### src/histPkg.sv
`default_nettype none

package histPkg;

    // raw time-of-flight sample
    localparam int sampleWidth = 10;

    // bin is the top bits of a sample
    localparam int binBits = 4;
    localparam int binNum = 1 << binBits;

    // per-bin counter
    localparam int countWidth = 8;

    // acquisitions per pixel, samples per acquisition
    localparam int acqNum = 5;
    localparam int dataNum = 4;
    localparam int samplesPerPixel = acqNum * dataNum;

    // pixels per frame
    localparam int pixelNum = 4;
    localparam int pixelBits = 2;

    typedef logic [sampleWidth-1:0] sampleT;
    typedef logic [binBits-1:0] binT;

    // 20 hits max per pixel, so no saturation needed
    typedef logic [countWidth-1:0] countT;

    typedef logic [pixelBits-1:0] pixelT;

endpackage

`default_nettype wire
### src/histTop.sv
`timescale 1ns/1ns
`default_nettype none

module histTop (
    input wire clk,
    input wire logic reset,
    input wire logic wrEn,
    input wire histPkg::sampleT data,
    output logic ready,
    output logic peakValid,
    output histPkg::pixelT peakPixel,
    output histPkg::binT peakBin,
    output histPkg::countT peakCount
);

    // accumulator ports
    histPkg::binT accRdAddr;
    histPkg::countT accRdCount;
    logic accWrEn;
    histPkg::binT accWrAddr;
    histPkg::countT accWrCount;
    logic activeBank;

    // pixel handoff
    logic pixelDone;
    histPkg::pixelT donePixel;

    // scanner ports
    histPkg::binT scanRdAddr;
    histPkg::countT scanRdCount;
    logic scanWrEn;
    histPkg::binT scanWrAddr;
    logic clearBoth;

    // bank ports
    histPkg::binT rdAddr0;
    histPkg::countT rdCount0;
    logic wrEn0;
    histPkg::binT wrAddr0;
    histPkg::countT wrCount0;
    histPkg::binT rdAddr1;
    histPkg::countT rdCount1;
    logic wrEn1;
    histPkg::binT wrAddr1;
    histPkg::countT wrCount1;

    histAccumulator accumulator (
        .clk(clk), .reset(reset), .ready(ready),
        .wrEn(wrEn), .data(data),
        .accRdAddr(accRdAddr), .accRdCount(accRdCount),
        .accWrEn(accWrEn), .accWrAddr(accWrAddr), .accWrCount(accWrCount),
        .activeBank(activeBank),
        .pixelDone(pixelDone), .donePixel(donePixel)
    );

    peakScanner scanner (
        .clk(clk), .reset(reset),
        .pixelDone(pixelDone), .donePixel(donePixel),
        .scanRdAddr(scanRdAddr), .scanRdCount(scanRdCount),
        .scanWrEn(scanWrEn), .scanWrAddr(scanWrAddr),
        .clearBoth(clearBoth), .ready(ready),
        .peakValid(peakValid), .peakPixel(peakPixel),
        .peakBin(peakBin), .peakCount(peakCount)
    );

    // ping-pong steering between the two banks
    histBankMux bankMux (
        .clk(clk), .activeBank(activeBank), .clearBoth(clearBoth),
        .accRdAddr(accRdAddr), .accRdCount(accRdCount),
        .accWrEn(accWrEn), .accWrAddr(accWrAddr), .accWrCount(accWrCount),
        .scanRdAddr(scanRdAddr), .scanRdCount(scanRdCount),
        .scanWrEn(scanWrEn), .scanWrAddr(scanWrAddr),
        .rdAddr0(rdAddr0), .rdCount0(rdCount0),
        .wrEn0(wrEn0), .wrAddr0(wrAddr0), .wrCount0(wrCount0),
        .rdAddr1(rdAddr1), .rdCount1(rdCount1),
        .wrEn1(wrEn1), .wrAddr1(wrAddr1), .wrCount1(wrCount1)
    );

    histRam bank0 (
        .clk(clk), .rdAddr(rdAddr0), .rdCount(rdCount0),
        .wrEn(wrEn0), .wrAddr(wrAddr0), .wrCount(wrCount0)
    );

    histRam bank1 (
        .clk(clk), .rdAddr(rdAddr1), .rdCount(rdCount1),
        .wrEn(wrEn1), .wrAddr(wrAddr1), .wrCount(wrCount1)
    );

endmodule

`default_nettype wire

### src/peakScanner.sv
`timescale 1ns/1ns
`default_nettype none

module peakScanner (
    input wire clk,
    input wire logic reset,
    input wire logic pixelDone,
    input wire histPkg::pixelT donePixel,
    output histPkg::binT scanRdAddr,
    input wire histPkg::countT scanRdCount,
    output logic scanWrEn,
    output histPkg::binT scanWrAddr,
    output logic clearBoth,
    output logic ready,
    output logic peakValid,
    output histPkg::pixelT peakPixel,
    output histPkg::binT peakBin,
    output histPkg::countT peakCount
);

    typedef enum logic [1:0] {
        clearAll,
        idle,
        scan,
        report
    } stateT;

    stateT state;

    // read address, doubles as clear counter after reset
    histPkg::binT rdAddr;
    logic issuing;
    // one cycle behind the read, data valid and clear write
    logic cmpValid;
    histPkg::binT cmpAddr;

    histPkg::binT bestBin;
    histPkg::countT bestCount;
    histPkg::pixelT scanPixel;
    logic startScan;

    // a new pixel may show up right in the report cycle
    assign startScan = pixelDone && ((state == idle) || (state == report));

    assign scanRdAddr = rdAddr;
    // zero written right behind the read
    assign scanWrEn = cmpValid;
    assign scanWrAddr = cmpAddr;

    // open once the last clear write is done
    assign ready = (state != clearAll) && !clearBoth;

    always_ff @(posedge clk) begin
        if (reset) begin
            state <= clearAll;
            rdAddr <= '0;
            issuing <= 1'b0;
            cmpValid <= 1'b0;
            clearBoth <= 1'b0;
            peakValid <= 1'b0;
        end else begin
            peakValid <= 1'b0;
            cmpValid <= (state == clearAll) || issuing;
            clearBoth <= (state == clearAll);

            case (state)
                clearAll: begin
                    rdAddr <= rdAddr + histPkg::binT'(1);
                    if (rdAddr == histPkg::binT'(histPkg::binNum - 1)) begin
                        state <= idle;
                    end
                end
                idle: begin
                    if (startScan) begin
                        state <= scan;
                        rdAddr <= '0;
                        issuing <= 1'b1;
                    end
                end
                scan: begin
                    if (issuing) begin
                        rdAddr <= rdAddr + histPkg::binT'(1);
                        if (rdAddr == histPkg::binT'(histPkg::binNum - 1)) begin
                            issuing <= 1'b0;
                        end
                    end else begin
                        // last count compared this cycle
                        state <= report;
                    end
                end
                report: begin
                    peakValid <= 1'b1;
                    if (startScan) begin
                        state <= scan;
                        rdAddr <= '0;
                        issuing <= 1'b1;
                    end else begin
                        state <= idle;
                    end
                end
                default: begin
                    state <= clearAll;
                end
            endcase
        end
    end

    // running maximum and result registers
    always_ff @(posedge clk) begin
        cmpAddr <= rdAddr;
        if (startScan) begin
            scanPixel <= donePixel;
        end
        // bin 0 restarts the max, strict compare keeps the lowest bin on ties
        if (cmpValid && !clearBoth) begin
            if ((cmpAddr == '0) || (scanRdCount > bestCount)) begin
                bestCount <= scanRdCount;
                bestBin <= cmpAddr;
            end
        end
        if (state == report) begin
            peakPixel <= scanPixel;
            peakBin <= bestBin;
            peakCount <= bestCount;
        end
    end

endmodule

`default_nettype wire

### src/histAccumulator.sv
`timescale 1ns/1ns
`default_nettype none

module histAccumulator (
    input wire clk,
    input wire logic reset,
    input wire logic ready,
    input wire logic wrEn,
    input wire histPkg::sampleT data,
    // bank read port, one cycle latency
    output histPkg::binT accRdAddr,
    input wire histPkg::countT accRdCount,
    // bank write port
    output logic accWrEn,
    output histPkg::binT accWrAddr,
    output histPkg::countT accWrCount,
    output logic activeBank,
    // handoff to the scanner
    output logic pixelDone,
    output histPkg::pixelT donePixel
);

    // pixelStart means the next sample opens a pixel
    typedef enum logic {
        pixelStart,
        pixelMid
    } stateT;

    typedef logic [$clog2(histPkg::dataNum)-1:0] dataCntT;
    typedef logic [$clog2(histPkg::acqNum)-1:0] acqCntT;

    stateT state;
    dataCntT dataCnt;
    acqCntT acqCnt;
    histPkg::pixelT pixelCnt;

    histPkg::binT sampleBin;
    logic accept;
    logic lastData;
    logic lastAcq;
    logic lastSample;

    // write stage flags
    logic wrFirst;
    logic wrLast;
    logic fwdHit;
    histPkg::countT fwdCount;
    histPkg::countT baseCount;

    // bin from the sample msbs
    assign sampleBin = data[histPkg::sampleWidth-1 -: histPkg::binBits];

    // read issued in the strobe cycle
    assign accRdAddr = sampleBin;

    // nothing gets in while the bank clear runs
    assign accept = wrEn && ready;

    assign lastData = (dataCnt == dataCntT'(histPkg::dataNum - 1));
    assign lastAcq = (acqCnt == acqCntT'(histPkg::acqNum - 1));
    assign lastSample = lastData && lastAcq;

    // count source for the write
    // first sample of a pixel lands in a freshly cleared bank
    // the read for it may still hit the old bank around a swap
    always_comb begin
        if (wrFirst) begin
            baseCount = '0;
        end else if (fwdHit) begin
            baseCount = fwdCount;
        end else begin
            baseCount = accRdCount;
        end
    end

    assign accWrCount = baseCount + histPkg::countT'(1);

    // sample, acquisition and pixel counting
    always_ff @(posedge clk) begin
        if (reset) begin
            state <= pixelStart;
            dataCnt <= '0;
            acqCnt <= '0;
        end else begin
            case (state)
                pixelStart: begin
                    if (accept) begin
                        state <= pixelMid;
                    end
                end
                pixelMid: begin
                    if (accept && lastSample) begin
                        state <= pixelStart;
                    end
                end
                default: begin
                    state <= pixelStart;
                end
            endcase

            if (accept) begin
                if (lastData) begin
                    dataCnt <= '0;
                    acqCnt <= lastAcq ? '0 : acqCnt + acqCntT'(1);
                end else begin
                    dataCnt <= dataCnt + dataCntT'(1);
                end
            end
        end
    end

    // write stage and bank swap
    always_ff @(posedge clk) begin
        if (reset) begin
            accWrEn <= 1'b0;
            wrFirst <= 1'b0;
            wrLast <= 1'b0;
            fwdHit <= 1'b0;
            pixelDone <= 1'b0;
            activeBank <= 1'b0;
            pixelCnt <= '0;
        end else begin
            accWrEn <= accept;
            wrFirst <= accept && (state == pixelStart);
            wrLast <= accept && lastSample;
            // this read misses the write going on right now
            fwdHit <= accept && accWrEn && (sampleBin == accWrAddr);

            // one cycle after the last write of the pixel
            pixelDone <= wrLast;
            if (wrLast) begin
                activeBank <= !activeBank;
                if (pixelCnt == histPkg::pixelT'(histPkg::pixelNum - 1)) begin
                    pixelCnt <= '0;
                end else begin
                    pixelCnt <= pixelCnt + histPkg::pixelT'(1);
                end
            end
        end
    end

    always_ff @(posedge clk) begin
        accWrAddr <= sampleBin;
        fwdCount <= accWrCount;
        if (wrLast) begin
            donePixel <= pixelCnt;
        end
    end

endmodule

`default_nettype wire

### src/histBankMux.sv
`timescale 1ns/1ns
`default_nettype none

module histBankMux (
    input wire clk,
    input wire logic activeBank,
    input wire logic clearBoth,
    // accumulator side
    input wire histPkg::binT accRdAddr,
    output histPkg::countT accRdCount,
    input wire logic accWrEn,
    input wire histPkg::binT accWrAddr,
    input wire histPkg::countT accWrCount,
    // scanner side
    input wire histPkg::binT scanRdAddr,
    output histPkg::countT scanRdCount,
    input wire logic scanWrEn,
    input wire histPkg::binT scanWrAddr,
    // bank 0
    output histPkg::binT rdAddr0,
    input wire histPkg::countT rdCount0,
    output logic wrEn0,
    output histPkg::binT wrAddr0,
    output histPkg::countT wrCount0,
    // bank 1
    output histPkg::binT rdAddr1,
    input wire histPkg::countT rdCount1,
    output logic wrEn1,
    output histPkg::binT wrAddr1,
    output histPkg::countT wrCount1
);

    // bank select as it was when the returning read was issued
    logic activeBankD;
    // scanner owns the write port of this bank
    logic scanWr0;
    logic scanWr1;

    always_ff @(posedge clk) begin
        activeBankD <= activeBank;
    end

    // reads follow the current owner
    assign rdAddr0 = activeBank ? scanRdAddr : accRdAddr;
    assign rdAddr1 = activeBank ? accRdAddr : scanRdAddr;

    // read data comes back from the bank addressed one cycle ago
    assign accRdCount = activeBankD ? rdCount1 : rdCount0;
    assign scanRdCount = activeBankD ? rdCount0 : rdCount1;

    // clear pass after reset hits both banks
    assign scanWr0 = clearBoth || activeBank;
    assign scanWr1 = clearBoth || !activeBank;

    assign wrEn0 = scanWr0 ? scanWrEn : accWrEn;
    assign wrAddr0 = scanWr0 ? scanWrAddr : accWrAddr;
    // scanner only ever writes zero
    assign wrCount0 = scanWr0 ? '0 : accWrCount;

    assign wrEn1 = scanWr1 ? scanWrEn : accWrEn;
    assign wrAddr1 = scanWr1 ? scanWrAddr : accWrAddr;
    assign wrCount1 = scanWr1 ? '0 : accWrCount;

endmodule

`default_nettype wire

### src/histRam.sv
`timescale 1ns/1ns
`default_nettype none

module histRam (
    input wire clk,
    input wire histPkg::binT rdAddr,
    output histPkg::countT rdCount,
    input wire logic wrEn,
    input wire histPkg::binT wrAddr,
    input wire histPkg::countT wrCount
);

    // one count per bin
    histPkg::countT mem [histPkg::binNum];

    // power-up contents, the scanner clears again after reset
    initial begin
        for (int i = 0; i < histPkg::binNum; i++) begin
            mem[i] = '0;
        end
    end

    always_ff @(posedge clk) begin
        if (wrEn) begin
            mem[wrAddr] <= wrCount;
        end
        // registered read, old data on a same-address write
        rdCount <= mem[rdAddr];
    end

endmodule

`default_nettype wire

### config.mk
export PLATFORM = sky130hd
export DESIGN_NAME = histTop
export DESIGN_NICKNAME = d
export VERILOG_FILES = /design/src/histPkg.sv /design/src/histTop.sv /design/src/peakScanner.sv /design/src/histAccumulator.sv /design/src/histBankMux.sv /design/src/histRam.sv
export SDC_FILE = /design/constraint.sdc
export NUM_CORES = 1
export LEC_CHECK = 0
export ABC_AREA = 1
export BUFFER_PORTS_ARGS = -buffer_cell sky130_fd_sc_hd__buf_2
export CAP_MARGIN = 0
export CORE_MARGIN = 3
export CORE_UTILIZATION = 62
export DETAILED_ROUTE_END_ITERATION = 8
export PLACE_DENSITY = 0.79
export SYNTH_ARGS = -nofsm -noshare
export SYNTH_HDL_FRONTEND = slang
export SYNTH_SLANG_ARGS = --single-unit
### constraint.sdc
create_clock -name clk -period 2.6 [get_ports clk]
set_input_delay 0.52 -clock clk [delete_from_list [all_inputs] [get_ports clk]]
set_output_delay 0.52 -clock clk [all_outputs]
set_load 0.02 [all_outputs]
# Word-level counts from Yosys, hierarchy flattened
# Memories as Yosys holds them, arrays and structs flattened. A register that Yosys moved wholly into a read port is not among the register bits.
# Index checks and enable logic that the tools add are counted.
[op_classes]
n_lt_le_gt_ge = 1
n_addsub = 5
n_eq_ne = 13
bitwise_logic = 1
n_mux = 35
n_reduce_logical = 26
[op_table]
columns = ["op", "count"]
rows = [
  ["$mux W8", 6],
  ["$mux W4", 6],
  ["$mux W1", 12],
  ["$mux W2", 6],
  ["$pmux W4 S3", 1],
  ["$logic_and A1 B1 Y1", 9],
  ["$add A8 B1 Y8 const B", 1],
  ["$eq A2 B2 Y1 const B", 4],
  ["$gt A8 B8 Y1", 1],
  ["$pmux W2 S4", 1],
  ["$reduce_and A2 Y1", 4],
  ["$ne A2 B1 Y1 const B", 3],
  ["$logic_or A1 B1 Y1", 5],
  ["$add A2 B1 Y2 const B", 2],
  ["$add A4 B1 Y4 const B", 1],
  ["$eq A4 B4 Y1", 1],
  ["$eq A4 B4 Y1 const B", 1],
  ["$logic_not A4 Y1", 1],
  ["$ne A2 B2 Y1 const B", 2],
  ["$pmux W1 S2", 2],
  ["$reduce_bool A2 Y1", 2],
  ["$add A3 B1 Y3 const B", 1],
  ["$eq A3 B3 Y1 const B", 1],
  ["$mux W3", 1],
  ["6 further kinds", 7],
]
[word_totals]
n_memories = 2
ramBits = 256
in_bits = 13
output_inout_bits = 16
register_bits = 71
[memory_table]
columns = ["name", "words", "width", "rd", "rd_ports_with_merged_regs", "wr", "line", "source"]
rows = [
  ["bank0.mem", 16, 8, 1, 1, 1, "histRam.sv:14", "histPkg::countT mem [histPkg::binNum];"],
  ["bank1.mem", 16, 8, 1, 1, 1, "histRam.sv:14", ""],
]

# Depth between registers and ports, before layout
# Gate-level depths: netlist of the first run.
[depth]
ltp_word = 6
depth_mapped = 12

# Cells and area by module
# Synthesis of the first run repeated with hierarchy kept, for this count alone.
[hier_totals]
cells_unflattened = 1507
area_unflattened_um2 = 15018.2
[by_module_without_submodules]
columns = ["mod", "area_each_um2", "cells_per_inst", "seq_area_each_um2", "n_inst"]
rows = [
  ["histRam", 5766.8, 551, 4003.8, 2],
  ["peakScanner", 1615.3, 132, 1121.1, 1],
  ["histAccumulator", 1285.0, 147, 580.6, 1],
  ["histBankMux", 584.3, 126, 20.0, 1],
]

# Worst setup path before layout of the first run
# OpenSTA, ideal clock, no wires.
[synth_timing]
kind = "reg2reg"
startpoint = "reg bankMux.activeBankD"
endpoint = "reg scanner.bestBin[0], enable pin"
synth_period_minus_slack_ps = 2428
path_slack_ps = 172
n_path_buf = 2
arrival_time_ps = 2043
stages_incl_launch_ff = 13
cell_sequence = "dfxtp_1 -> buf_6 -> inv_2 -> buf_4 -> nand2_1 -> o21ai_0 -> ha_1 -> nand2_1 -> nor2_1 -> nand2_1 -> nand2_1 -> o21ai_0 -> a21oi_1"
[synth_between]
elab_chain_len = 4
[synth_lines]
columns = ["element", "line", "source"]
rows = [
  ["start, declared", "histBankMux.sv:34", "logic activeBankD;"],
  ["start signal, assigned", "histBankMux.sv:40", "activeBankD <= activeBank;"],
  ["$mux W8", "histBankMux.sv:49", "assign scanRdCount = activeBankD ? rdCount0 : rdCount1;"],
  ["net bankMux.scanRdCount[7]", "histBankMux.sv:16", "output histPkg::countT scanRdCount,"],
  ["$gt A8 B8 Y1", "peakScanner.sv:116", "if ((cmpAddr == '0) || (scanRdCount > bestCount)) begin"],
  ["$logic_or A1 B1 Y1", "peakScanner.sv:116", ""],
  ["$reduce_and A2 Y1 (no source line)", "n/a", ""],
  ["end signal, assigned", "peakScanner.sv:118", "bestBin <= cmpAddr;"],
  ["end, declared", "peakScanner.sv:37", "histPkg::binT bestBin;"],
]
# The timed path passes the listed nets, and every way through them passes these cells.
# A chain may end at the register's enable or synchronous reset.

# Worst setup path after layout of the first run
[layout_timing]
startpoint = "reg bankMux.activeBankD"
endpoint = "reg scanner.bestCount[4], enable pin"
[layout_between]
elab_chain_len = 4
[layout_lines]
columns = ["element", "line", "source"]
rows = [
  ["$mux W8", "histBankMux.sv:49", ""],
  ["net bankMux.scanRdCount[1]", "histBankMux.sv:16", ""],
  ["$gt A8 B8 Y1", "peakScanner.sv:116", ""],
  ["$logic_or A1 B1 Y1", "peakScanner.sv:116", ""],
  ["$reduce_and A2 Y1 (no source line)", "n/a", ""],
  ["end signal, assigned", "peakScanner.sv:117", "bestCount <= scanRdCount;"],
  ["end, declared", "peakScanner.sv:38", "histPkg::countT bestCount;"],
]
# The timed path passes the listed nets, and every way through them passes these cells.

==> results of run 1 <==
-- per-layer routing --
layer  GRT usage (%)  part of all wire [%]  vias up
met5               0                     0        -
met2            39.5                    47      392
li1                -                     -     4488
met3            5.36                   9.4       80
met4            7.02                   2.6        0
met1            35.7                    41     4509
-- power groups by stage --
stage	registers, W	clock network [W]	logic, W
floorplan	0.00644	0	0.00103
global placement	0.00648	0	0.00146
detailed placement	0.00648	0	0.00151
CTS	0.00637	0.00519	0.00153
global route	0.00639	0.00545	0.00172
finish	0.00637	0.00514	0.00155
-- layout make-up --
class / count / area share (%)
clock buffers: 42 / 5.59
clock inverters: 20 / 1.68
flip-flops and latches: 343 / 60.3
repair buffers: 88 / 4.06
inverters: 200 / 4.65
well taps: 280 / 2.17
multi-input cells: 665 / 21.5
-- flip-flops by register name, summed over array words and instances (netlist names), 3 cells and up --
register,count
scanner.bestBin,4
scanner.scanWrAddr,4
bank1.rdCount,8
bank1.mem,128
scanner.peakCount,8
accumulator.acqCnt,3
bank0.rdCount,8
scanner.bestCount,8
accumulator.accWrAddr,4
scanner.scanRdAddr,4
accumulator.fwdCount,8
scanner.peakBin,4
bank0.mem,128
-- cell families after synthesis --
family	after synthesis
AND/OR/NAND/NOR	449
flip-flops	343
buffers and inverters	253
AO/OA/AOI/OAI	199
adder cells (fa/ha/maj)	14
XOR/XNOR	3
-- worst max path at each step --
stage | from | cells past startpoint | endpoint
floorplan | bankMux.activeBankD | 12 | scanner.bestBin[0]
CTS | bankMux.activeBankD | 9 | bank1.mem[12][7]
global placement | bankMux.activeBankD | 10 | scanner.bestCount[6]
global route | bankMux.activeBankD | 11 | scanner.bestCount[0]
detailed placement | bankMux.activeBankD | 10 | scanner.bestCount[7]
finish | bankMux.activeBankD | 11 | scanner.bestCount[4]
-- what timing repair did --
action,4_1_cts,5_1_grt
resized for setup,4,6
setup endpoints to repair,76,84
hold buffers,0,0
-- per-stage QoR --
stage / utilization (%) / instances / area [sq um]
2_1_floorplan: - / 1261 / 14300
3_3_place_gp: 67.2 / 1576 / 14900
3_5_place_dp: 67.2 / 1576 / 14900
4_1_cts: 72.5 / 1638 / 16100
5_1_grt: 72.6 / 1638 / 16100
6_report: 72.6 / 1638 / 16100
-- synth_stat cells, types with 9 or more instances --
| cell | number |
|---|---|
| o21ai_1 | 9 |
| nand2_1 | 236 |
| nand3_1 | 111 |
| o211ai_1 | 118 |
| o21ai_0 | 30 |
| dfxtp_1 | 57 |
| buf_4 | 12 |
| a21oi_1 | 27 |
| edfxtp_1 | 286 |
| nor2_1 | 88 |
| buf_2 | 33 |
| inv_1 | 193 |
| ha_1 | 14 |
-- worst max-delay path: cells and delay by family, from the launching register on --
kind | cells | cell delay, ns
AOI/OAI and AO/OA | 5 | 0.77
adders and majority gates | 1 | 0.33
buffers and inverters | 2 | 0.36
DFF | 1 | 0.42
and+or+nand+nor | 3 | 0.19
==> summary.txt, run 1 <==
Status
  – Outcome: finished clean

Layout
  – Commonest non-fill, non-tap cells in the layout: edfxtp_1 (286), nand2_1 (234), inv_1 (193), o211ai_1 (118), nand3_1 (111)
  – Reg area: 0.00973 sq mm
  – Nets: 1360
  – Filler Cells Inserted: 1377
  – Diode insertion count for antenna repair: 0
  – Commonest non-fill, non-tap cell in the layout: edfxtp_1
  – Multi-input logic area: 0.00347 sq mm
  – Fraction of layout instances using a drive strength above 1: 12.1%
  – P&R area growth vs syn: 13.2%

Synth
  – Total number of yosys warnings: 0
  – Nets in the synthesized netlist: 1288
  – Register bit total from synthesis: 343
  – Synth Area in Compound Gates: 9.60%
  – Fraction of synthesized cell area taken by the top area cell type: 60.2%
  – Share of synthesized cell area in full adder, half adder and majority cells: 1.23%
  – Area leader, netlist: edfxtp_1
  – Share of synthesized area spent on multiplexers: 0%
  – Post-Synthesis Mean Instance Area: 11.3 sq um
  – Prevailing post-synth register cell: edfxtp_1
  – Largest family of logic cells by synthesized area: simple AND/OR/NAND/NOR gates
  – Proportion of synthesized flip-flops having asynchronous set or reset: 0%
  – Distinct cells, synth: 35
  – Post-synthesis sequential area ratio: 68.3%
  – Post-synth EDFFs: 286
  – Cell area after technology mapping: 0.0143 sq mm
  – Top cells by area, synth: edfxtp_1 (60%), dfxtp_1 (8.0%), nand2_1 (6.2%)
  – Simple-gate portion of the synthesized area: 13.1%
  – Cell count after synthesis: 1261
  – Post-synthesis share of cell area spent on xor and xnor gates: 0.184%

Route
  – Vias after detailed routing: 9469
  – Routed len/inst: 18.4 um
  – Iter 0 DRT Violations: 873
  – DR pass1 iterations: 6
  – Number of DRC violations after detailed routing: 0
  – Routed Wire Length: 30100 um
  – Per-cell via count in the routed design: 5.78
  – DRT antenna net count: 0

Setup path
  – Worst-path cell with the longest stage delay: dfxtp_2
  – Maximum net fanout on the critical path: 14
  – Largest stage delay, worst path: 0.42 ns
  – Reg-to-reg endpoint: scanner.bestCount[4]
  – Critical path, cell by cell: inv_2 -> nand2_1 -> o21ai_0 -> ha_1 -> a21oi_1 -> o21ai_0 -> nand2_1 -> nand2_1 -> o21ai_1 -> a21oi_2 -> buf_4
  – Crit start category: flop
  – Depth of the most critical reg-to-reg path: 11
  – Worst R2R Setup Slack: 0.20 ns
  – Critical path capture point type: flop
  – Reg2reg start: bankMux.activeBankD
  – Data required time of the worst path: 2.80 ns
  – Crit Path Class: reg2reg
  – Most common cell on crit path: nand2_1
  – Arrival time at the worst endpoint: 2.59 ns

Global routing
  – Total global routing track utilization: 25.0%
  – Number of global-route vias before repair: 8984
  – Total congestion overflow: 0
  – Maximum number of pins on one net before global-route repair: 72
  – Initial antenna violation count: 0
  – Wire length of the first global-routing pass: 47900 um

Timing
  – Setup tns final: 0 ns
  – Final Cycle Share: 92.2%
  – Count of final setup violators: 0
  – Final Critical Period: 2.40 ns
  – Transition time at the pin with the least slew margin: 1.23 ns
  – Max Transition Viols Final: 0
  – Unrepaired setup endpoints after global routing: no
  – Highest achievable clock rate: 417 MHz
  – Max-slew headroom at the worst pin: 17.8%
  – Worst setup skew after layout: 0.0252 ns
  – Worst setup slack after layout: 0.202 ns
  – Post-route worst hold slack: 0.182 ns
  – Endpoints failing hold: 0

Flow run
  – Max-capacitance violation count: 0

Die
  – Floorplan row count: 54
  – Die Height: 158 um
  – I/O pin total: 29
  – Die Area: 0.0248 sq mm
  – Overall die width: 158 um
  – Core outline area: 0.0222 sq mm
  – Initial cell density of the core: 64.1%

Pwr
  – Internal portion of total power: 0.00991 W
  – Gate power share: 11.9%
  – Ratio of total power to cell area: 809 mW/mm^2
  – P_leak: 6.37 nW
  – Power consumption: 0.0131 W
  – Worst IR Drop VDD: 0.000616 V
  – Net switching power: 0.00314 W
  – Switching portion of total power: 24.1%
  – Portion of total power attributed to the clock network: 39.4%
  – Relative contribution of sequential cells to total power: 48.8%

Placed design
  – PortBufs: 22
  – DP Wirelength: 19400 um
  – Global placer's final weighted congestion: 0.881
  – Worst setup slack after placement: -0.114 ns

Worst hold path
  – Worst Hold Class: in2reg
  – WHS Path Cells: 1
  – Hold path endpoint: accumulator.accWrAddr[3]
  – Startpoint of the most critical hold path: data[9]

Clock tree
  – Post-CTS clock slew at the launch and capture registers of the worst setup and hold paths: 0.06 ns
  – Number of clock buffers inserted by TritonCTS: 35
  – CTS sink cnt: 343
  – Clock tree from TritonCTS: yes
  – H-tree level count: 2
  – Later-pin clock latency in the skew report: 0.51 ns
  – Post-CTS setup repair buffer count: 0
  – Buffer levels on the longest clock path: 3
  – Root Buffer: clkbuf_16
Power figures use the tool's default switching activity.
==> inputs of run 2 (changes only) <==
Settings changed: CORE_UTILIZATION 62 to 63, PLACE_DENSITY 0.79 to 0.8, SYNTH_HIERARCHICAL from default to 1.
==> run 2 against run 1 <==
Via count is 9.8% higher. Worst hold slack worse by 0.026 ns. Total power is 9.1% lower. Core utilization is 0.38 points higher. Setup slack worse by 0.012 ns. Largest cell class unchanged. Area after synthesis is 5.4% higher. Highest routed layer unchanged. Die area is 3.5% higher. Largest power group unchanged. Sequential power is 3.3% lower.
==> summary.txt, run 2 <==
Synth
  – Most frequent cell after synthesis: nand2_1
  – Area leader, netlist: edfxtp_1
  – Nets in the synthesized netlist: 1534
  – Cell area after technology mapping: 0.0150 sq mm
  – Post-synthesis sequential area ratio: 64.8%
  – Cell count after synthesis: 1507
  – Post-Synthesis Mean Instance Area: 9.97 sq um
  – Prevailing post-synth register cell: edfxtp_1
  – Post-synth EDFFs: 286
  – Distinct cells, synth: 38
  – Fraction of synthesized cell area taken by the top area cell type: 57.2%
  – Proportion of synthesized flip-flops having asynchronous set or reset: 0%
  – Leading cell types by count after synthesis: nand2_1 (423), edfxtp_1 (286), inv_1 (255), nand3_1 (206), nor2_1 (89)
  – Register bit total from synthesis: 343
  – Top cells by area, synth: edfxtp_1 (57%), nand2_1 (11%), dfxtp_1 (7.6%)
  – Total number of yosys warnings: 6

Route
  – Routed Wire Length: 32100 um
  – DR pass1 iterations: 5
  – Iter 0 DRT Violations: 981
  – Number of DRC violations after detailed routing: 0
  – Vias after detailed routing: 10400
  – Per-cell via count in the routed design: 5.43
  – DRT antenna net count: 0
  – Routed len/inst: 16.8 um

Timing
  – Max-slew headroom at the worst pin: 13.8%
  – Count of final setup violators: 0
  – Post-route worst hold slack: 0.155 ns
  – Transition time at the pin with the least slew margin: 1.28 ns
  – Worst setup skew after layout: 0.0185 ns
  – Final Cycle Share: 92.7%
  – Endpoints failing hold: 0
  – Unrepaired setup endpoints after global routing: no
  – Highest achievable clock rate: 415 MHz
  – Max Transition Viols Final: 0
  – Setup tns final: 0 ns
  – Final Critical Period: 2.41 ns

Worst hold path
  – Worst Hold Class: in2reg
  – WHS Path Cells: 1
  – Hold path endpoint: accumulator/accWrAddr[0]
  – Startpoint of the most critical hold path: data[6]

Pwr
  – Net switching power: 0.00278 W
  – Gate power share: 8.4%
  – Worst IR Drop VDD: 0.000638 V
  – Internal portion of total power: 0.00909 W
  – Relative contribution of sequential cells to total power: 52.0%
  – Switching portion of total power: 23.4%
  – Power consumption: 0.0119 W
  – P_leak: 7.41 nW
  – Portion of total power attributed to the clock network: 39.6%
  – Ratio of total power to cell area: 705 mW/mm^2

Setup path
  – Worst R2R Setup Slack: 0.19 ns
  – Arrival time at the worst endpoint: 2.77 ns
  – Most common cell on crit path: buf_4
  – Maximum net fanout on the critical path: 16
  – Crit start category: flop
  – Worst-path cell with the longest stage delay: dfxtp_1
  – Critical path, cell by cell: o21ai_0 -> or2_4 -> nand3_4 -> inv_1 -> ha_1 -> nand3_2 -> nor2_4 -> buf_4 -> xnor2_1 -> inv_1 -> buf_4 -> nor2_1 -> buf_4
  – Crit Path Class: reg2reg
  – Reg2reg start: bankMux/activeBankD
  – Largest stage delay, worst path: 0.41 ns
  – Data required time of the worst path: 2.96 ns
  – Reg-to-reg endpoint: bank1/mem[3][4]
  – Depth of the most critical reg-to-reg path: 13
  – Critical path capture point type: flop

Clock tree
  – H-tree level count: 2
  – Post-CTS clock slew at the launch and capture registers of the worst setup and hold paths: 0.06 ns
  – Buffer levels on the longest clock path: 3
  – Clock tree from TritonCTS: yes
  – CTS sink cnt: 343
  – Root Buffer: clkbuf_16
  – Later-pin clock latency in the skew report: 0.52 ns
  – Number of clock buffers inserted by TritonCTS: 35

Layout
  – Nets: 1602
  – Biggest registers after layout: bank0/mem (128), bank1/mem (128)
  – P&R area growth vs syn: 12.0%
  – Fraction of layout instances using a drive strength above 1: 12.5%
  – Commonest non-fill, non-tap cells in the layout: nand2_1 (423), edfxtp_1 (286), inv_1 (255), nand3_1 (206), nor2_1 (82)
  – Commonest non-fill, non-tap cell in the layout: nand2_1
  – Diode insertion count for antenna repair: 0

Placed design
  – DP Wirelength: 20600 um
  – Global placer's final weighted congestion: 0.871
  – PortBufs: 22

Global routing
  – Total global routing track utilization: 24.9%
  – Number of global-route vias before repair: 9819
  – Wire length of the first global-routing pass: 50500 um
  – Maximum number of pins on one net before global-route repair: 65
  – Total congestion overflow: 0
  – Initial antenna violation count: 0

Die
  – Overall die width: 160 um
  – Initial cell density of the core: 65.1%
  – I/O pin total: 29
  – Core outline area: 0.0231 sq mm
  – Die Height: 160 um
  – Floorplan row count: 55
  – Die Area: 0.0257 sq mm

Status
  – Outcome: finished clean

Flow run
  – Max-capacitance violation count: 0
[run 2: worst max path at each step]
stage,to,start,cells after the start
2_1_floorplan,scanner/bestBin[0],bankMux/activeBankD,9
3_3_place_gp,bank1/mem[9][7],bankMux/activeBankD,10
3_5_place_dp,bank1/mem[8][7],bankMux/activeBankD,10
4_1_cts,bank1/mem[4][6],bankMux/activeBankD,10
5_1_grt,scanner/bestCount[7],bankMux/activeBankD,14
6_report,bank1/mem[3][4],bankMux/activeBankD,13
[run 2: cell type report]
| cell class | instances | area (sq um) |
|---|---|---|
| fillers | 1469 | 6230 |
| multi-input cells | 836 | 3900 |
| inverters | 266 | 1020 |
| clock buffers | 49 | 990 |
| well taps | 313 | 392 |
| flip-flops and latches | 343 | 9730 |
| clock inverters | 15 | 87.6 |
| repair buffers | 93 | 697 |
[run 2: power groups by stage]
stage | clock network, W | logic, W | registers, W
final | 0.00470 | 0.00100 | 0.00616
after CTS | 0.00472 | 0.000985 | 0.00616
after global routing | 0.00496 | 0.00111 | 0.00617
after detailed placement | 0 | 0.000971 | 0.00628
after global placement | 0 | 0.000933 | 0.00627
after floorplan | 0 | 0.000687 | 0.00626
[run 2: timing repair]
item | in CTS | in global routing
hold buffers | 0 | 0
gates resized for setup | 6 | 6
buffers inserted | 0 | 0
endpoints found under the setup margin | 96 | 72
[run 2: kinds of logic (layout without fill, tap and decap cells)]
group	Yosys count	in the layout	share of synthesized area (%)
buffers and inverters	328	423	9.71
AND/OR/NAND/NOR	758	758	21.8
XOR/XNOR	7	7	0.408
AO/OA/AOI/OAI	57	57	2.10
adder cells (fa/ha/maj)	14	14	1.17
flip-flops	343	343	64.8
[run 2: per-stage QoR]
step | setup slack, ns | utilization (%) | area (sq um) | instances
6_report | 0.190 | 73.0 | 16800 | 1915
5_1_grt | 0.0118 | 73.0 | 16800 | 1915
4_1_cts | 0.0469 | 72.8 | 16800 | 1915
3_5_place_dp | -0.266 | 68.1 | 15700 | 1851
3_3_place_gp | -0.0281 | 68.1 | 15700 | 1851
2_1_floorplan | 0.313 | - | 15000 | 1507
[run 2: critical path: cells and delay by family (launching register included)]
kind | cells | cell delay [ns]
buffers and inverters | 5 | 0.69
AO/OA/AOI/OAI | 1 | 0.14
AND/OR/NAND/NOR | 5 | 0.62
adder cells (fa/ha/maj) | 1 | 0.22
XOR/XNOR | 1 | 0.19
flip-flops | 1 | 0.41
[run 2: per-layer routing]
| metal | vias to the layer above | share of wire, % | global-route usage, % |
|---|---|---|---|
| li1 | 4973 | - | - |
| met1 | 4841 | 40 | 34.1 |
| met2 | 508 | 48 | 40.5 |
| met3 | 75 | 9.2 | 4.51 |
| met4 | 0 | 2.8 | 8.60 |
| met5 | - | 0 | 0 |
